File: config.mk
export PLATFORM = sky130hd
export DESIGN_NAME = mmu_top
export DESIGN_NICKNAME = d
export VERILOG_FILES = /design/src/rtl/mmu_pkg.sv /design/src/rtl/mmu_top.sv /design/src/rtl/mmu_ctrl.sv /design/src/rtl/mmu_ptw.sv /design/src/rtl/mmu_tlb.sv /design/src/rtl/mmu_csr.sv
export VERILOG_INCLUDE_DIRS = /design/src /design/src/rtl
export SDC_FILE = /design/constraint.sdc
export NUM_CORES = 1
export LEC_CHECK = 0
export BUFFER_PORTS_ARGS = -buffer_cell sky130_fd_sc_hd__buf_2
export CORE_MARGIN = 1.5
export CORE_UTILIZATION = 45
export CTS_CLUSTER_SIZE = 14
export DETAILED_ROUTE_END_ITERATION = 16
export HOLD_SLACK_MARGIN = 0.08
export PLACE_DENSITY = 0.67
export SETUP_SLACK_MARGIN = 0.05
export SLEW_MARGIN = 20
export SYNTH_ARGS = -nofsm -noshare
export SYNTH_HDL_FRONTEND = slang
export SYNTH_SLANG_ARGS = --single-unit
export TNS_END_PERCENT = 100
File: constraint.sdc
create_clock -name clk -period 8.05 [get_ports clk]
set_clock_uncertainty 0.15 [all_clocks]
set_input_delay 0.805 -clock clk [delete_from_list [all_inputs] [get_ports clk]]
set_output_delay 0.805 -clock clk [all_outputs]
set_load 0.02 [all_outputs]
File: src/rtl/mmu_defs.svh
`ifndef MMU_DEFS_SVH
`define MMU_DEFS_SVH

// datapath width of the core
`define MMU_XLEN            64

// number of TLB entries
`define MMU_TLB_ENTRIES     8

// page table reads the memory accepts before a credit comes back
`define MMU_MEM_CREDITS     2

// satp CSR address
`define CSR_SATP_ADDR       12'h180

// satp mode encodings
`define SATP_MODE_BARE      4'd0
`define SATP_MODE_SV39      4'd8

// satp field positions, RV64 layout
`define SATP_PPN_LSB        0
`define SATP_PPN_MSB        43
`define SATP_ASID_LSB       44
`define SATP_ASID_MSB       59
`define SATP_MODE_LSB       60
`define SATP_MODE_MSB       63

`endif
File: src/rtl/mmu_pkg.sv
`include "mmu_defs.svh"

package mmu_pkg;

    // csr data and virtual address
    typedef logic [`MMU_XLEN-1:0] xlen_t;

    // sv39 physical address
    typedef logic [55:0] paddr_t;

    // physical page number
    typedef logic [43:0] ppn_t;

    // three 9-bit vpn fields
    typedef logic [26:0] vpn_t;

    typedef logic [15:0] asid_t;

    typedef logic [3:0] satp_mode_t;

    // raw page table entry
    typedef logic [63:0] pte_t;

    // 2 is a 1 GiB page, 0 a 4 KiB page
    typedef logic [1:0] pt_level_t;

endpackage

File: src/rtl/mmu_top.sv
`timescale 1ns/1ps
`include "mmu_defs.svh"

module mmu_top (
    input  logic             clk,
    input  logic             rstn,
    input  logic             req_valid,
    input  mmu_pkg::xlen_t   req_vaddr,
    output logic             req_ready,
    output logic             resp_valid,
    output mmu_pkg::paddr_t  resp_paddr,
    output logic             resp_fault,
    input  logic             csr_wr,
    input  logic [11:0]      csr_waddr,
    input  logic [11:0]      csr_raddr,
    input  mmu_pkg::xlen_t   csr_sdata,
    input  mmu_pkg::xlen_t   csr_cdata,
    output mmu_pkg::xlen_t   csr_rdata,
    output logic             mem_req_valid,
    output mmu_pkg::paddr_t  mem_req_addr,
    input  logic             mem_credit,
    input  logic             mem_resp_valid,
    input  mmu_pkg::pte_t    mem_resp_data
);
    import mmu_pkg::*;

    ppn_t       satp_ppn;
    asid_t      satp_asid;
    satp_mode_t satp_mode;
    logic       satp_changed;

    vpn_t       lookup_vpn;
    logic       hit;
    ppn_t       hit_ppn;
    pt_level_t  hit_level;

    logic       walk_start;
    vpn_t       walk_vpn;
    logic       walk_done;
    ppn_t       walk_ppn;
    pt_level_t  walk_level;
    logic       walk_fault;

    logic       tlb_fill;
    vpn_t       fill_vpn;
    ppn_t       fill_ppn;
    pt_level_t  fill_level;

    mmu_csr u_csr (
        .clk          (clk),
        .rstn         (rstn),
        .csr_wr       (csr_wr),
        .csr_waddr    (csr_waddr),
        .csr_raddr    (csr_raddr),
        .csr_sdata    (csr_sdata),
        .csr_cdata    (csr_cdata),
        .csr_rdata    (csr_rdata),
        .satp_ppn     (satp_ppn),
        .satp_asid    (satp_asid),
        .satp_mode    (satp_mode),
        .satp_changed (satp_changed)
    );

    mmu_ctrl u_ctrl (
        .clk        (clk),
        .rstn       (rstn),
        .req_valid  (req_valid),
        .req_vaddr  (req_vaddr),
        .satp_mode  (satp_mode),
        .hit        (hit),
        .hit_ppn    (hit_ppn),
        .hit_level  (hit_level),
        .walk_done  (walk_done),
        .walk_ppn   (walk_ppn),
        .walk_level (walk_level),
        .walk_fault (walk_fault),
        .req_ready  (req_ready),
        .resp_valid (resp_valid),
        .resp_paddr (resp_paddr),
        .resp_fault (resp_fault),
        .lookup_vpn (lookup_vpn),
        .walk_start (walk_start),
        .walk_vpn   (walk_vpn),
        .tlb_fill   (tlb_fill),
        .fill_vpn   (fill_vpn),
        .fill_ppn   (fill_ppn),
        .fill_level (fill_level)
    );

    // a satp write drops every cached translation
    mmu_tlb #(
        .entries (`MMU_TLB_ENTRIES)
    ) u_tlb (
        .clk        (clk),
        .rstn       (rstn),
        .flush      (satp_changed),
        .lookup_vpn (lookup_vpn),
        .asid       (satp_asid),
        .fill       (tlb_fill),
        .fill_vpn   (fill_vpn),
        .fill_ppn   (fill_ppn),
        .fill_level (fill_level),
        .hit        (hit),
        .hit_ppn    (hit_ppn),
        .hit_level  (hit_level)
    );

    mmu_ptw u_ptw (
        .clk            (clk),
        .rstn           (rstn),
        .walk_start     (walk_start),
        .walk_vpn       (walk_vpn),
        .satp_ppn       (satp_ppn),
        .mem_credit     (mem_credit),
        .mem_resp_valid (mem_resp_valid),
        .mem_resp_data  (mem_resp_data),
        .mem_req_valid  (mem_req_valid),
        .mem_req_addr   (mem_req_addr),
        .walk_done      (walk_done),
        .walk_ppn       (walk_ppn),
        .walk_level     (walk_level),
        .walk_fault     (walk_fault)
    );

endmodule

File: src/rtl/mmu_ctrl.sv
`timescale 1ns/1ps
`include "mmu_defs.svh"

module mmu_ctrl (
    input  logic                clk,
    input  logic                rstn,
    input  logic                req_valid,
    input  mmu_pkg::xlen_t      req_vaddr,
    input  mmu_pkg::satp_mode_t satp_mode,
    input  logic                hit,
    input  mmu_pkg::ppn_t       hit_ppn,
    input  mmu_pkg::pt_level_t  hit_level,
    input  logic                walk_done,
    input  mmu_pkg::ppn_t       walk_ppn,
    input  mmu_pkg::pt_level_t  walk_level,
    input  logic                walk_fault,
    output logic                req_ready,
    output logic                resp_valid,
    output mmu_pkg::paddr_t     resp_paddr,
    output logic                resp_fault,
    output mmu_pkg::vpn_t       lookup_vpn,
    output logic                walk_start,
    output mmu_pkg::vpn_t       walk_vpn,
    output logic                tlb_fill,
    output mmu_pkg::vpn_t       fill_vpn,
    output mmu_pkg::ppn_t       fill_ppn,
    output mmu_pkg::pt_level_t  fill_level
);
    import mmu_pkg::*;

    typedef enum logic [1:0] {st_idle, st_lookup, st_walk, st_respond} ctrl_state_t;

    ctrl_state_t state;
    xlen_t       vaddr_q;
    logic        sv39;

    // keep vpn bits below the leaf level plus the page offset
    function automatic paddr_t make_paddr(input ppn_t ppn, input pt_level_t lvl,
                                          input xlen_t va);
        paddr_t pa;
        case (lvl)
            2'd2:    pa = {ppn[43:18], va[29:0]};
            2'd1:    pa = {ppn[43:9], va[20:0]};
            default: pa = {ppn, va[11:0]};
        endcase
        return pa;
    endfunction

    assign sv39       = satp_mode == `SATP_MODE_SV39;
    assign req_ready  = state == st_idle;
    assign resp_valid = state == st_respond;

    assign lookup_vpn = vaddr_q[38:12];
    assign walk_vpn   = vaddr_q[38:12];
    assign fill_vpn   = vaddr_q[38:12];
    assign fill_ppn   = walk_ppn;
    assign fill_level = walk_level;

    assign walk_start = state == st_lookup && sv39 && !hit;
    // faulting walks never reach the TLB
    assign tlb_fill   = state == st_walk && walk_done && !walk_fault;

    always_ff @(posedge clk or negedge rstn) begin
        if (!rstn) begin
            state <= st_idle;
        end else begin
            case (state)
                st_idle: begin
                    if (req_valid) begin
                        state <= st_lookup;
                    end
                end
                st_lookup: state <= walk_start ? st_walk : st_respond;
                st_walk: begin
                    if (walk_done) begin
                        state <= st_respond;
                    end
                end
                default: state <= st_idle;
            endcase
        end
    end

    always_ff @(posedge clk) begin
        if (req_valid && req_ready) begin
            vaddr_q <= req_vaddr;
        end
        if (state == st_lookup && !sv39) begin
            resp_paddr <= vaddr_q[55:0];
            resp_fault <= 1'b0;
        end else if (state == st_lookup && hit) begin
            resp_paddr <= make_paddr(hit_ppn, hit_level, vaddr_q);
            resp_fault <= 1'b0;
        end else if (state == st_walk && walk_done) begin
            resp_paddr <= walk_fault ? '0 : make_paddr(walk_ppn, walk_level, vaddr_q);
            resp_fault <= walk_fault;
        end
    end

    // walker only finishes a walk this FSM started
    a_done_in_walk: assert property (@(posedge clk) disable iff (!rstn)
        walk_done |-> state == st_walk);

endmodule

File: src/rtl/mmu_ptw.sv
`timescale 1ns/1ps
`include "mmu_defs.svh"

module mmu_ptw (
    input  logic                clk,
    input  logic                rstn,
    input  logic                walk_start,
    input  mmu_pkg::vpn_t       walk_vpn,
    input  mmu_pkg::ppn_t       satp_ppn,
    input  logic                mem_credit,
    input  logic                mem_resp_valid,
    input  mmu_pkg::pte_t       mem_resp_data,
    output logic                mem_req_valid,
    output mmu_pkg::paddr_t     mem_req_addr,
    output logic                walk_done,
    output mmu_pkg::ppn_t       walk_ppn,
    output mmu_pkg::pt_level_t  walk_level,
    output logic                walk_fault
);
    import mmu_pkg::*;

    localparam int cred_w = $clog2(`MMU_MEM_CREDITS + 1);

    typedef enum logic [1:0] {ptw_idle, ptw_req, ptw_wait} ptw_state_t;

    ptw_state_t        state;
    pt_level_t         level;
    ppn_t              base;
    vpn_t              vpn;
    logic [cred_w-1:0] credits;
    logic [8:0]        vpn_idx;
    ppn_t              pte_ppn;
    logic              pte_leaf;
    logic              misaligned;
    logic              pte_fault;

    always_comb begin
        case (level)
            2'd2:    vpn_idx = vpn[26:18];
            2'd1:    vpn_idx = vpn[17:9];
            default: vpn_idx = vpn[8:0];
        endcase
    end

    // only issue with a credit in hand
    assign mem_req_valid = state == ptw_req && credits != '0;
    assign mem_req_addr  = {base, vpn_idx, 3'b000};

    assign pte_ppn    = mem_resp_data[53:10];
    assign pte_leaf   = mem_resp_data[1] | mem_resp_data[3];
    assign misaligned = (level == 2'd2 && pte_ppn[17:0] != '0)
                     || (level == 2'd1 && pte_ppn[8:0] != '0);
    // invalid, W without R, misaligned superpage, or pointer at level 0
    assign pte_fault  = !mem_resp_data[0]
                     || (mem_resp_data[2] && !mem_resp_data[1])
                     || (pte_leaf && misaligned)
                     || (!pte_leaf && level == 2'd0);

    always_ff @(posedge clk or negedge rstn) begin
        if (!rstn) begin
            credits <= cred_w'(`MMU_MEM_CREDITS);
        end else begin
            credits <= credits + cred_w'(mem_credit) - cred_w'(mem_req_valid);
        end
    end

    always_ff @(posedge clk or negedge rstn) begin
        if (!rstn) begin
            state     <= ptw_idle;
            walk_done <= 1'b0;
        end else begin
            walk_done <= 1'b0;
            case (state)
                ptw_idle: begin
                    if (walk_start) begin
                        state <= ptw_req;
                    end
                end
                ptw_req: begin
                    if (mem_req_valid) begin
                        state <= ptw_wait;
                    end
                end
                ptw_wait: begin
                    if (mem_resp_valid) begin
                        if (pte_fault || pte_leaf) begin
                            walk_done <= 1'b1;
                            state     <= ptw_idle;
                        end else begin
                            state <= ptw_req;
                        end
                    end
                end
                default: state <= ptw_idle;
            endcase
        end
    end

    // walk context and result
    always_ff @(posedge clk) begin
        if (state == ptw_idle && walk_start) begin
            base  <= satp_ppn;
            vpn   <= walk_vpn;
            level <= 2'd2;
        end else if (state == ptw_wait && mem_resp_valid) begin
            if (pte_fault || pte_leaf) begin
                walk_ppn   <= pte_ppn;
                walk_level <= level;
                walk_fault <= pte_fault;
            end else begin
                base  <= pte_ppn;
                level <= level - 2'd1;
            end
        end
    end

    a_credit_bound: assert property (@(posedge clk) disable iff (!rstn)
        credits <= cred_w'(`MMU_MEM_CREDITS) && !(mem_req_valid && credits == '0));

endmodule

File: src/rtl/mmu_tlb.sv
`timescale 1ns/1ps
`include "mmu_defs.svh"

module mmu_tlb #(
    parameter int entries = `MMU_TLB_ENTRIES
) (
    input  logic                clk,
    input  logic                rstn,
    input  logic                flush,
    input  mmu_pkg::vpn_t       lookup_vpn,
    input  mmu_pkg::asid_t      asid,
    input  logic                fill,
    input  mmu_pkg::vpn_t       fill_vpn,
    input  mmu_pkg::ppn_t       fill_ppn,
    input  mmu_pkg::pt_level_t  fill_level,
    output logic                hit,
    output mmu_pkg::ppn_t       hit_ppn,
    output mmu_pkg::pt_level_t  hit_level
);
    import mmu_pkg::*;

    localparam int idx_w = entries > 1 ? $clog2(entries) : 1;

    logic [entries-1:0] valid;
    vpn_t               tag_vpn    [entries];
    asid_t              tag_asid   [entries];
    ppn_t               data_ppn   [entries];
    pt_level_t          data_level [entries];
    logic [entries-1:0] match;
    logic [idx_w-1:0]   victim;

    // superpages skip the low vpn fields
    always_comb begin
        for (int i = 0; i < entries; i++) begin
            match[i] = valid[i]
                    && tag_asid[i] == asid
                    && tag_vpn[i][26:18] == lookup_vpn[26:18]
                    && (data_level[i] == 2'd2 || tag_vpn[i][17:9] == lookup_vpn[17:9])
                    && (data_level[i] != 2'd0 || tag_vpn[i][8:0] == lookup_vpn[8:0]);
        end
    end

    assign hit = |match;

    // match is one-hot, so an OR of the selected entries is enough
    always_comb begin
        hit_ppn   = '0;
        hit_level = '0;
        for (int i = 0; i < entries; i++) begin
            if (match[i]) begin
                hit_ppn   = hit_ppn | data_ppn[i];
                hit_level = hit_level | data_level[i];
            end
        end
    end

    always_ff @(posedge clk or negedge rstn) begin
        if (!rstn) begin
            valid  <= '0;
            victim <= '0;
        end else if (flush) begin
            valid <= '0;
        end else if (fill) begin
            valid[victim] <= 1'b1;
            if (victim == idx_w'(entries - 1)) begin
                victim <= '0;
            end else begin
                victim <= victim + 1'b1;
            end
        end
    end

    // entry payload
    always_ff @(posedge clk) begin
        if (fill && !flush) begin
            tag_vpn[victim]    <= fill_vpn;
            tag_asid[victim]   <= asid;
            data_ppn[victim]   <= fill_ppn;
            data_level[victim] <= fill_level;
        end
    end

    a_single_hit: assert property (@(posedge clk) disable iff (!rstn)
        $onehot0(match));

endmodule

File: src/rtl/mmu_csr.sv
`timescale 1ns/1ps
`include "mmu_defs.svh"

module mmu_csr (
    input  logic                 clk,
    input  logic                 rstn,
    input  logic                 csr_wr,
    input  logic [11:0]          csr_waddr,
    input  logic [11:0]          csr_raddr,
    input  mmu_pkg::xlen_t       csr_sdata,
    input  mmu_pkg::xlen_t       csr_cdata,
    output mmu_pkg::xlen_t       csr_rdata,
    output mmu_pkg::ppn_t        satp_ppn,
    output mmu_pkg::asid_t       satp_asid,
    output mmu_pkg::satp_mode_t  satp_mode,
    output logic                 satp_changed
);
    import mmu_pkg::*;

    xlen_t      satp;
    ppn_t       next_ppn;
    asid_t      next_asid;
    satp_mode_t next_mode;
    logic       mode_ok;
    logic       wr_commit;

    assign satp = {satp_mode, satp_asid, satp_ppn};

    // old value, clear mask removed, set mask added
    assign next_ppn  = (satp_ppn & ~csr_cdata[`SATP_PPN_MSB:`SATP_PPN_LSB])
                     | csr_sdata[`SATP_PPN_MSB:`SATP_PPN_LSB];
    assign next_asid = (satp_asid & ~csr_cdata[`SATP_ASID_MSB:`SATP_ASID_LSB])
                     | csr_sdata[`SATP_ASID_MSB:`SATP_ASID_LSB];
    assign next_mode = (satp_mode & ~csr_cdata[`SATP_MODE_MSB:`SATP_MODE_LSB])
                     | csr_sdata[`SATP_MODE_MSB:`SATP_MODE_LSB];

    // WARL: unsupported mode drops the whole write
    assign mode_ok   = next_mode == `SATP_MODE_BARE || next_mode == `SATP_MODE_SV39;
    assign wr_commit = csr_wr && csr_waddr == `CSR_SATP_ADDR && mode_ok;

    always_ff @(posedge clk or negedge rstn) begin
        if (!rstn) begin
            satp_ppn     <= '0;
            satp_asid    <= '0;
            satp_mode    <= `SATP_MODE_BARE;
            satp_changed <= 1'b0;
        end else begin
            satp_changed <= wr_commit;
            if (wr_commit) begin
                satp_ppn  <= next_ppn;
                satp_asid <= next_asid;
                satp_mode <= next_mode;
            end
        end
    end

    always_comb begin
        csr_rdata = '0;
        if (csr_raddr == `CSR_SATP_ADDR) begin
            csr_rdata = satp;
        end
    end

    a_mode_legal: assert property (@(posedge clk) disable iff (!rstn)
        satp_mode == `SATP_MODE_BARE || satp_mode == `SATP_MODE_SV39);

endmodule

# ---- After elaboration in Yosys (flattened, before gate mapping)
# Memory sizes are Yosys's and may differ from the RTL's.
# Cells that the tools add are included.
dict set report word_totals {
  reg_bits 316
  mem_bits_rw 712
  in_bits 286
  output_inout_bits 180
  word_cells 271
  memories 4
}
# name depth word_bits rd rd_ports_with_merged_regs wr line
set memory_table {}
lappend memory_table {u_tlb.data_ppn 8 44 8 0 1 mmu_tlb.sv:27} ;# ppn_t data_ppn [entries];
lappend memory_table {u_tlb.tag_vpn 8 27 8 0 1 mmu_tlb.sv:25} ;# vpn_t tag_vpn [entries];
lappend memory_table {u_tlb.tag_asid 8 16 8 0 1 mmu_tlb.sv:26} ;# asid_t tag_asid [entries];
lappend memory_table {u_tlb.data_level 8 2 8 0 1 mmu_tlb.sv:28} ;# pt_level_t data_level [entries];
dict set report classes {
  addsub 4
  order_cmp 2
  n_eq_ne 62
  muxes 46
  bitwise_logic 28
  reduce_logical 106
}
# cell n
set ops {}
lappend ops {{$mux W44} 11}
lappend ops {{$or A44 B44 Y44} 8}
lappend ops {{$mux W56} 4}
lappend ops {{$eq A9 B9 Y1} 24}
lappend ops {{$eq A16 B16 Y1} 8}
lappend ops {{$pmux W30 S2} 2}
lappend ops {{$mux W64} 1}
lappend ops {{$logic_and A1 B1 Y1} 51}
lappend ops {{$and A44 B44 Y44} 1}
lappend ops {{$not A44 Y44} 1}
lappend ops {{$eq A2 B2 Y1 const B} 14}
lappend ops {{$mux W2} 13}
lappend ops {{$eq A12 B9 Y1 const B} 2}
lappend ops {{$logic_or A1 B1 Y1} 22}
lappend ops {{$reduce_bool A2 Y1} 11}
lappend ops {{$pmux W9 S2} 1}
lappend ops {{$reduce_bool A18 Y1} 1}
lappend ops {{$and A16 B16 Y16} 1}
lappend ops {{$mux W8} 2}
lappend ops {{$not A16 Y16} 1}
lappend ops {{$or A16 B16 Y16} 1}
lappend ops {{$or A2 B2 Y2} 7}
lappend ops {{$pmux W2 S3} 2}
lappend ops {{$eq A2 B1 Y1 const B} 5}
lappend ops {{other kinds (28)} 54}

# ---- Depth between registers and ports, before layout
# Gate-level depths: netlist of run 1.
# An unclocked memory read counts as a cell.
dict set report depth {
  depth_word 25
  mapped_depth 16
  ltp_nobuf 13
}

# ---- Modules after synthesis
# Synthesis of run 1 repeated with hierarchy kept, for this count alone.
dict set report unflattened {
  cells_unflattened 2911
  area_unflattened_um2 43037.5
}
# mod n_inst cells_per_inst area_each_um2 seq_area_each_um2
set modules_own_cells {}
lappend modules_own_cells {mmu_tlb 1 1861 29249.3 21655.8}
lappend modules_own_cells {mmu_ctrl 1 501 5920.7 3433.3}
lappend modules_own_cells {mmu_ptw 1 253 4712.0 3709.8}
lappend modules_own_cells {mmu_csr 1 296 3155.5 1626.6}

# ---- Worst setup path before layout of run 1
# OpenSTA, ideal clock, no wires.
dict set report synth_timing {
  path_kind {register -> register}
  startpoint {register u_ctrl.state[0]}
  endpoint {memory u_tlb.data_level[1][0] (netlist name), enable pin}
  arrival_ns 7.376
  slack_ns -0.124
  stages_incl_launch_ff 7
  synth_period_minus_slack_ns 8.174
  path_cell_list {dfrtp_1 > inv_1 > ha_1 > nand2_1 > nor3_1 > nand2_1 > nor3_1}
}
dict set report synth_between {
  elab_chain_cells 6
}
# item line
set synth_rtl {}
lappend synth_rtl {{start, declared} mmu_ctrl.sv:33} ;# ctrl_state_t state;
lappend synth_rtl {{start signal, assigned} mmu_ctrl.sv:65} ;# state <= st_idle;
lappend synth_rtl {{start signal, assigned} mmu_ctrl.sv:70} ;# state <= st_lookup;
lappend synth_rtl {{start signal, assigned} mmu_ctrl.sv:73} ;# st_lookup: state <= walk_start ? st_walk : st_respond;
lappend synth_rtl {{$eq A2 B2 Y1} mmu_ctrl.sv:61} ;# assign tlb_fill = state == st_walk && walk_done && !walk_fault;
lappend synth_rtl {{$logic_and A1 B1 Y1 (2 in series)} mmu_ctrl.sv:61}
lappend synth_rtl {{$logic_and A1 B1 Y1} mmu_tlb.sv:75} ;# if (fill && !flush) begin
lappend synth_rtl {{$mux W1} mmu_tlb.sv:75}
lappend synth_rtl {{$mux W1 (implied by the code)} mmu_tlb.sv:79} ;# data_level[victim] <= fill_level;
lappend synth_rtl {{end, declared} mmu_tlb.sv:28}
# Every way passes these cells.

# ---- Worst setup path after layout of run 1
dict set report layout_timing {
  startpoint {register u_csr.satp_asid[0]}
  endpoint {register u_ctrl.resp_paddr[15] (data pin)}
}
dict set report layout_between {
  elab_chain_cells 24
  word_cells_on_any_way 77
  classes_between {eq/ne: 10; mux: 19; bitwise: 14; reduce/logical: 34}
}
# item line
set layout_rtl {}
lappend layout_rtl {{start, declared} mmu_csr.sv:14} ;# output mmu_pkg::asid_t satp_asid,
lappend layout_rtl {{start signal, assigned} mmu_csr.sv:51} ;# satp_asid <= next_asid;
lappend layout_rtl {{$eq A16 B16 Y1} mmu_tlb.sv:36} ;# && tag_asid[i] == asid
lappend layout_rtl {{$logic_and A1 B1 Y1} mmu_tlb.sv:36}
lappend layout_rtl {{$logic_and A1 B1 Y1} mmu_tlb.sv:37} ;# && tag_vpn[i][26:18] == lookup_vpn[26:18]
lappend layout_rtl {{$logic_and A1 B1 Y1} mmu_tlb.sv:38} ;# && (data_level[i] == 2'd2 || tag_vpn[i][17:9] == lookup_vpn[17:9])
lappend layout_rtl {{$logic_and A1 B1 Y1} mmu_tlb.sv:39} ;# && (data_level[i] != 2'd0 || tag_vpn[i][8:0] == lookup_vpn[8:0]);
lappend layout_rtl {{$mux W2} mmu_tlb.sv:50} ;# if (match[i]) begin
lappend layout_rtl {{$or A2 B2 Y2} mmu_tlb.sv:52} ;# hit_level = hit_level | data_level[i];
lappend layout_rtl {{$mux W2} mmu_tlb.sv:50}
lappend layout_rtl {{[8 not listed]} --}
lappend layout_rtl {{$or A2 B2 Y2} mmu_tlb.sv:52}
lappend layout_rtl {{$mux W2} mmu_tlb.sv:50}
lappend layout_rtl {{$or A2 B2 Y2} mmu_tlb.sv:52}
lappend layout_rtl {{$mux W2} mmu_tlb.sv:50}
lappend layout_rtl {{$eq A2 B1 Y1 / $eq A2 B2 Y1 (equally long branches)} mmu_ctrl.sv:41} ;# case (lvl)
lappend layout_rtl {{$pmux W30 S2} mmu_ctrl.sv:41}
lappend layout_rtl {{$mux W56 *} mmu_ctrl.sv:91} ;# end else if (state == st_lookup && hit) begin
lappend layout_rtl {{$mux W56 *} mmu_ctrl.sv:88} ;# if (state == st_lookup && !sv39) begin
lappend layout_rtl {{end signal, assigned} mmu_ctrl.sv:89} ;# resp_paddr <= vaddr_q[55:0];
lappend layout_rtl {{end signal, assigned} mmu_ctrl.sv:92} ;# resp_paddr <= make_paddr(hit_ppn, hit_level, vaddr_q);
lappend layout_rtl {{end signal, assigned} mmu_ctrl.sv:95} ;# resp_paddr <= walk_fault ? '0 : make_paddr(walk_ppn, walk_level, vaddr_q);
lappend layout_rtl {{end, declared} mmu_ctrl.sv:19} ;# output mmu_pkg::paddr_t resp_paddr,
# Every way passes the cells marked *; elsewhere a longest branch is shown, timed or not.
# A chain may end at the register's enable or synchronous reset.

==> results.txt, run 1 <==
Number of global-route vias before repair: 24,100. Using the TritonRoute via totals, the vias-per-cell ratio works out to 5.74. Measured against its own limit, the worst slew margin works out to 22.0%. The initial antenna violation count came out at 14.

The area growth from synthesis to final layout was 16.7%; the peak clock frequency supported by timing was 181 MHz. The run gives 2.72 ns as the minimum setup slack after placement. Wires add up to 108,000 um.

The pre-antenna-repair detailed-routing pass consisted of 5 iterations. The peak supply drop is 0.149 mV, and the post-synthesis average cell area is 16.5 sq um. Number of warnings reported in the yosys synthesis log: 0. The wire length of the first global-routing pass is 156,000 um, and the synthesis-stage register bit count is 1,028.

Clock tree synthesis inserted a total of 105 buffers. For the die area, the log shows 0.0925 sq mm. The longest clock path from root to sink contains 3 buffers.

The logs give 0 for the final-report hold violation count and 1 for the number of hold buffers added after CTS. The violation count after the first detailed-route iteration was 2,349. In the final routed layout, each cell accounts on average for 25.6 um. For the initial cell density of the core, the log shows 45.4%. After clock tree synthesis, the clock-pin slew on the worst setup and hold paths is 0.06 ns.

Area of the multi-input gates: 0.00952 sq mm. Setup repair after global routing left no endpoint under its margin. Number of enable-type register cells in the synthesized netlist: 942. The H-tree was split into 3 levels.

The flow ran to the end, and the final reports show no timing, DRC or antenna violations. The filler cells instantiated in the layout total 7,224. For this run, the register share of the synthesized area comes to 74.6%. Across all setup checks in the final design, the least slack found is 2.52 ns. The die boundary height is 304 um.

The synthesized netlist contains 66 unique library cells. The worst setup path is launched from a flip-flop. Cells with a size suffix above 1 make up 24.0% of the layout.

The logs give 4,192 for the filler-free cell count of the finished design and 3,997 for the number of placed cells counting well taps. The aggregate global routing overflow was 0; the final critical delay including setup and external delays was 5.53 ns. At the end of the flow, the number of nets in the layout was 3,231. After floorplanning, the core was sized to cover 0.0899 sq mm.

The largest net degree at the start of global routing was 68. The tools report the type of destination of the critical path as a flip-flop. The leading register cell type out of synthesis is sky130_fd_sc_hd__edfxtp_1. The tools report the number of max-capacitance violations reported as 0. The number of clock sinks is 1,028. Setup violations remaining at the end of the flow were counted as 0.

At the pin with the least slew margin, the transition time is 1.16 ns. In this run the static leakage power is 16.2 nW. The min-delay analysis places its worst path in the category in -> reg.

Total count of max-transition violations in the final report: 0. The start-to-end type of the worst setup path is reg -> reg. The die is 304 um wide. Across the whole layout, storage elements account for 0.0304 sq mm. The count of nets left with antenna violations once routing finished came out at 0. Highest fanout seen on the critical path: 31. The share of flip-flops with an asynchronous set or reset after synthesis was 8.07%. The congestion estimate from routability-driven global placement came to 0.945. For the number of top-level pins, the log shows 466. The number of buffers added on ports came out at 438. Summing every instance area after synthesis gives 0.0408 sq mm. The worst hold slack across all endpoints is 0.146 ns. The total number of placement rows is 110, and the final design utilization is 52.9%. Data on the critical path is required at its endpoint by 8.28 ns.

Global routing consumed, over all layers together, 22.8% of the routing resources. Period utilization: 68.7%. Post-CTS timing repair inserted 0 buffers for setup.

The HPWL after detailed placement is 66,700 um. Synthesis produced 2,465 cells. For the count of vias placed by the detailed router, the log shows 24,100. TritonCTS built the clock tree. Gates resized during post-CTS repair numbered 0.

The tree is rooted in a sky130_fd_sc_hd__clkbuf_16. The signal arrival time at the worst endpoint was 5.76 ns. Setup total negative slack on the finished layout was measured at 0 ns. The run gives 0.69 ns as the clock latency at the later pin of the worst-skew pair.

For the DRC violations left, the log shows 0. Power spread over the standard cell area amounts to 251 mW/mm^2.
## final timing paths
path | start | endpoint | slack [ns] | cells after the start
worst min register to register | u_tlb.valid[3] | u_tlb.valid[3] | 0.33 | 1
worst max-delay path | u_csr.satp_asid[0] | u_ctrl.resp_paddr[15] | 2.52 | 10
max in group asynchronous | rstn | u_tlb.valid[0] | 6.07 | 3
worst min-delay path | req_vaddr[9] | u_ctrl.vaddr_q[9] | 0.15 | 1
min in group asynchronous | rstn | u_csr.satp_ppn[31] | 0.46 | 2
worst max register to register | u_csr.satp_asid[0] | u_ctrl.resp_paddr[15] | 2.52 | 10
## routing by layer
metal | GRT usage, % | vias up | wire length, um
li1 | - | 10500 | -
met1 | 32.5 | 12300 | 46500
met2 | 36.3 | 1153 | 50300
met3 | 3.87 | 145 | 8620
met4 | 6.21 | 4 | 2030
met5 | 0 | - | 27
## sequential cells by signal, indices dropped and copies added (netlist names)
register / cells
u_ptw.state: 2
u_ctrl.vaddr_q: 56
u_csr.satp_ppn: 44
u_tlb.tag_vpn: 216
u_tlb.victim: 3
u_ptw.base: 44
u_ptw.credits: 2
u_ptw.walk_done: 1
u_ctrl.resp_paddr: 56
u_csr.satp_asid: 16
u_ptw.walk_ppn: 44
u_ptw.level: 2
u_tlb.tag_asid: 128
u_csr.satp_mode: 4
u_ptw.walk_fault: 1
u_ptw.vpn: 27
u_csr.satp_changed: 1
u_tlb.data_ppn: 352
u_tlb.data_level: 16
u_ctrl.state: 2
u_tlb.valid: 8
u_ptw.walk_level: 2
u_ctrl.resp_fault: 1
## synth_stat cells (all sizes together) (3+ instances only)
master	count	area [sq um]
inv	36	135
nor2	60	233
clkbuf	45	170
o22ai	3	18.8
ha	16	200
nor4b	4	35.0
a21o	8	60.1
a221oi	39	342
o31ai	5	37.5
and2	80	500
dfxtp	3	60.1
a22oi	120	901
o41ai	4	35.0
a22o	102	893
edfxtp	942	28300
xnor2	303	2650
o21ai	35	175
a31oi	68	425
nor3	20	100
a211oi	5	37.5
nor2b	5	31.3
o32ai	8	70.1
nand2b	5	31.3
a21oi	41	205
a222oi	5	50.1
nand2	88	333
mux2	48	653
nand3	23	120
xor2	44	385
nor4	20	153
dfrtp	82	2050
and4	7	63.8
and3	10	62.6
nand4	61	382
buf	96	659
## cell type report
| type | count | area share, % |
|---|---|---|
| clock inverters | 57 | 1.22 |
| flip-flops and latches | 1028 | 63.9 |
| clock buffers | 134 | 5.90 |
| diodes | 3 | 0.0158 |
| well taps | 1176 | 3.09 |
| repair buffers | 496 | 5.53 |
| multi-input cells | 1262 | 20.0 |
| inverters | 36 | 0.284 |
## through the flow
step           area (sq um)  total power [mW]
2_1_floorplan         40800              6.82
3_3_place_gp          44200              7.23
3_5_place_dp          44200              7.26
4_1_cts               47600              12.0
5_1_grt               47600              12.3
6_report              47600              11.9
## layout by cell type, fill, tap and decap left out, types with 24 or more instances in the layout
master / n
sky130_fd_sc_hd__a21oi_1: 41
sky130_fd_sc_hd__a221oi_1: 39
sky130_fd_sc_hd__a22o_1: 102
sky130_fd_sc_hd__a22oi_1: 120
sky130_fd_sc_hd__a31oi_1: 68
sky130_fd_sc_hd__and2_1: 79
sky130_fd_sc_hd__buf_2: 437
sky130_fd_sc_hd__buf_4: 58
sky130_fd_sc_hd__clkbuf_1: 24
sky130_fd_sc_hd__clkbuf_16: 107
sky130_fd_sc_hd__dfrtp_1: 82
sky130_fd_sc_hd__edfxtp_1: 942
sky130_fd_sc_hd__inv_1: 36
sky130_fd_sc_hd__mux2_4: 30
sky130_fd_sc_hd__nand2_1: 87
sky130_fd_sc_hd__nand4_1: 61
sky130_fd_sc_hd__nor2_1: 53
sky130_fd_sc_hd__o21ai_0: 31
sky130_fd_sc_hd__xnor2_1: 303
sky130_fd_sc_hd__xor2_1: 44
## critical path: stages, from the launching register on
cell and delay (ns):
sky130_fd_sc_hd__dfrtp_1 0.91, sky130_fd_sc_hd__xnor2_1 0.20, sky130_fd_sc_hd__nand4_1 0.13, sky130_fd_sc_hd__nor4_1 0.95, sky130_fd_sc_hd__and4_1 1.08, sky130_fd_sc_hd__buf_4 0.60, sky130_fd_sc_hd__a22o_1 0.22, sky130_fd_sc_hd__a221oi_1 0.05
sky130_fd_sc_hd__a31oi_1 0.27, sky130_fd_sc_hd__a31oi_1 0.06, sky130_fd_sc_hd__o21ai_0 0.58
## report_power, final
group / internal (mW) / switching (mW) / leakage, nW
combinational: 0.320 / 0.645 / 5.10
sequential: 6.05 / 0.133 / 9.41
clock: 2.78 / 2.02 / 1.65
## cell families (layout without fill, tap and decap cells)
logic type | count (synthesis) | count (layout) | synth area share [%]
and+or+nand+nor | 392 | 392 | 5.20
xor gates and xnor gates | 347 | 347 | 7.45
muxes | 48 | 48 | 1.60
adders and majority gates | 16 | 16 | 0.491
AOI/OAI and AO/OA | 456 | 456 | 8.30
DFF | 1028 | 1028 | 74.6
other | 1 | 6 | 0.00919
buffers and inverters | 177 | 723 | 2.36
Note: power is estimated with default switching activity, not from simulation.
==> inputs of run 2 (changes only) <==
Settings changed: ABC_AREA set to 1, PLACE_DENSITY 0.67 to unset.
Clock period 8.05 ns to 5.6 ns, I/O delays scaled along.
==> results.txt, run 2 <==
Summing the sequential cell areas from Yosys gives 66.3% of the chip area. The synthesized design contains 1,028 register bits. The first routing iteration left 2,956 violations. Based on the critical path, the design can be clocked at up to 218 MHz. The final-report hold violation count was 0. Die boundary height: 322 um. The tools report the CTS buffer count as 109. For met3 alone, demand over resource in global routing was 4.85%. The layer flagged by global routing as most heavily used is met2. The path class of the tightest hold or removal check is in -> reg.

By startpoint and endpoint, the worst setup path is classified as reg -> reg. For the final routed database, the setup TNS stands at 0 ns. For this design, the sink count on the clock tree is 1,028. Counting both buffers and inverters, the worst setup path holds a total of 2.

Cell type of the slowest stage on the worst timing path: sky130_fd_sc_hd__dfrtp_1. The logs give 0 for the number of warnings reported in the yosys synthesis log and 141,000 um for the final routed wirelength across all metal layers. Yosys mapped a number of flops with a built-in enable equal to 942. In this design, the stage delay of the slowest critical-path cell is 0.85 ns. The first global-routing pass estimated 205,000 um of wire.

Setup repair after global routing left no endpoint under its margin. By area the synthesized netlist is led by sky130_fd_sc_hd__edfxtp_1 (62%), sky130_fd_sc_hd__nand2_1 (10%), sky130_fd_sc_hd__dfrtp_1 (4.5%). Along the worst path, the maximum fanout reaches 15. The count of cells resized by post-cts repair came out at 0.

The synthesized netlist occupies a cell area of 0.0459 sq mm. The count of nets left with antenna violations once routing finished came out at 0. Port buffering added 438 buffers. Global-route met1 utilization: 36.7%. The most common cell in the synthesized netlist is sky130_fd_sc_hd__nand2_1. During I/O placement, the number of pins put on the boundary was 466. Diode insertion count for antenna repair: 0. After clock tree synthesis, the flow added hold-fix buffers numbering 230. The die covers 0.104 sq mm. Once the clock tree was built, the setup fixing pass inserted 0 buffers. In the final layout, the registers with the most flip-flops are u_tlb.data_ppn (352), u_tlb.tag_vpn (216), u_tlb.tag_asid (128). Counting distinct cell types in the post-synthesis netlist gives 50.

Area share of the largest cell type after synthesis: 61.6%. More flip-flops sit in one register than any other, and that register is u_tlb.data_ppn. Global routing used 27.0% of the available tracks across all layers. The library cell used most frequently in the layout, excluding fill and tap cells, is sky130_fd_sc_hd__nand2_1. The flow ran to the end, and the final reports show no timing, DRC or antenna violations.

The tool flagged a number of max-cap violations equal to 0. Average detailed-routed wire length per instance: 21.6 um. Row generation in the floorplan step produced 116 rows. TritonCTS built the clock tree. Detailed placement ended at an HPWL of 89,800 um. Entering global routing, the biggest net connects 91 pins. The design draws 18.1 mW. Total leakage power: 23.1 nW. The power per standard cell area is 326 mW/mm^2, and the clock edge transition at the registers on the reported setup and hold paths is 0.06 ns. The post-synthesis average cell area came out at 10.6 sq um. At the pin with the least slew margin, the transition time is 1.04 ns. The number of global-route vias before repair came out at 32,600.

IR analysis of the VDD net gives a maximum drop of 0.260 mV. Counting every instance in the synthesized netlist gives 4,344. The tools report the critical path data required time as 6.02 ns.

In the final layout, the share of cells above drive strength 1 is 15.8%. The setup-violating endpoint count in the final report is 0. The final route contains 33,700 vias. sky130_fd_sc_hd__edfxtp_1 takes more of the synthesized area than any other cell. The floorplan step defined a core boundary enclosing 0.101 sq mm. The root buffer cell chosen for the clock tree is sky130_fd_sc_hd__clkbuf_16. The register with the most flip-flops in the layout has 352 of them.

The initial antenna violation count was 8. Among all flip-flop cells after synthesis, the most frequent one is sky130_fd_sc_hd__edfxtp_1. The signal arrival time at the worst endpoint is 5.01 ns, and the total of fill cells in the finished design is 8,592. In the layout the commonest cells are sky130_fd_sc_hd__nand2_1 (1,274), sky130_fd_sc_hd__edfxtp_1 (942), sky130_fd_sc_hd__nor2_1 (486).

After layout, the worst path uses 81.8% of the clock period. Of all flip-flops after synthesis, the portion carrying an async set or reset was 8.07%. The later pin in the worst-skew pair is clocked with a latency of 0.71 ns.

The layout net count is 5,364, and the final weighted congestion in routability-driven placement is 0.873. Family with the most delay on the worst path: simple AND/OR/NAND/NOR gates. The total overflow left after global routing is 0. The DRC violations left was 0; the total count of max-transition violations in the final report was 0.

The buffer levels on the longest clock path is 3, and the die span in x is 322 um. The run gives 45.7% as the initial cell density of the core. Walking the worst path, the cells encountered are inv_2 -> nand2_1 -> o21ai_0 -> nor2_1 -> nand2_1 -> nor2_1 -> nand2_1 -> nor2_2 -> and2_0 -> a22o_1 -> nor2_1 -> nand2_1 -> inv_1 -> ha_1 -> nor2_1 -> a21oi_1 -> nand2_1 -> nand2_1 -> nand2_1. For this run, global-route usage on met2 was measured as 44.0%. Compared with the post-synthesis result, the final layout area differs by 21.1%. Among the stages of the critical path, the cell type that occurs most often is sky130_fd_sc_hd__nand2_1. The mean number of vias per cell is 5.17, and the total iterations of the first detailed-routing run is 6.

STA classifies the critical path endpoint as a flip-flop. Ranked by instance count, the synthesized netlist is headed by sky130_fd_sc_hd__nand2_1 (1,276), sky130_fd_sc_hd__edfxtp_1 (942), sky130_fd_sc_hd__nor2_1 (495). The smallest clock period supported by the final layout is computed as 4.58 ns. The tools report the number of H-tree branching levels as 3. Measured against its own limit, the worst slew margin works out to 29.7%. The tools report the kind of launch point of the worst setup path as a flip-flop.
-- run 2: changes by cell type after synthesis, sizes merged, moves of 120 or more --
cell   change
nand3    +132
a22oi    -120
xnor2    -159
nand2   +1210
inv      +399
nor2     +454
-- run 2: path summary, 6_finish.rpt --
path                                          from               endpoint  slack (ns)  cells after the start
worst max register to register  u_csr.satp_asid[4]  u_ctrl.resp_paddr[27]        1.02                     19
max in group asynchronous                     rstn        u_ctrl.state[1]        4.08                      3
worst min register to register      u_ptw.level[0]    u_ptw.walk_level[0]        0.32                      0
worst max-delay path            u_csr.satp_asid[4]  u_ctrl.resp_paddr[27]        1.02                     19
min in group asynchronous                     rstn     u_csr.satp_asid[4]        0.17                      2
worst min-delay path                  csr_sdata[3]      u_csr.satp_ppn[3]        0.13                      2
-- run 2: cell families (layout without fill, tap and decap cells) --
group,after synthesis,in the layout,synth area share [%]
compound gates,294,294,3.70
xor+xnor,195,195,3.72
fa+ha+maj,16,16,0.436
buf+inv,605,1415,5.72
flops,1028,1028,66.3
other cells,1,3,0.00817
simple gates,2205,2205,20.2
-- run 2: layer usage --
metal | wire, um | part of all wire, % | vias up
li1 | - | - | 15900
met1 | 59400 | 42 | 16100
met2 | 65800 | 47 | 1424
met3 | 11500 | 8.1 | 230
met4 | 4000 | 2.8 | 10
met5 | 65 | 0.046 | -
-- run 2: cell type report --
class / instances / area, sq um / share of cell area, %
Sequential cell: 1028 / 30400 / 54.7
Multi-Input combinational cell: 2713 / 13000 / 23.4
Timing Repair Buffer: 771 / 5360 / 9.64
Clock buffer: 146 / 2930 / 5.26
Tap cell: 1357 / 1700 / 3.05
Inverter: 439 / 1650 / 2.97
Clock inverter: 59 / 566 / 1.02
-- run 2: worst register-to-register path, delay by kind of cell, from the launching register on --
| family | cells | cell delay [ns] |
|---|---|---|
| flops | 1 | 0.85 |
| fa+ha+maj | 1 | 0.52 |
| buf+inv | 2 | 0.41 |
| compound gates | 3 | 0.40 |
| simple gates | 13 | 2.13 |
-- run 2: power by group --
part	internal (mW)	leakage, nW	switching (mW)
Combinational	0.619	11.7	1.25
Sequential	8.90	9.65	0.327
Clock	3.97	1.70	3.07
Total	13.5	23.1	4.65
-- run 2: per-stage QoR --
stage	setup slack, ns	instance area (sq um)	util, %	hold slack, ns	std cells
after floorplan	-0.163	45900	-	0.114	4346
after global placement	1.13	49800	49.5	0.304	6078
after detailed placement	1.11	49800	49.5	0.303	6078
after CTS	1.09	55600	55.3	0.102	6513
after global routing	0.693	55600	55.3	0.129	6513
final	1.02	55600	55.3	0.134	6513
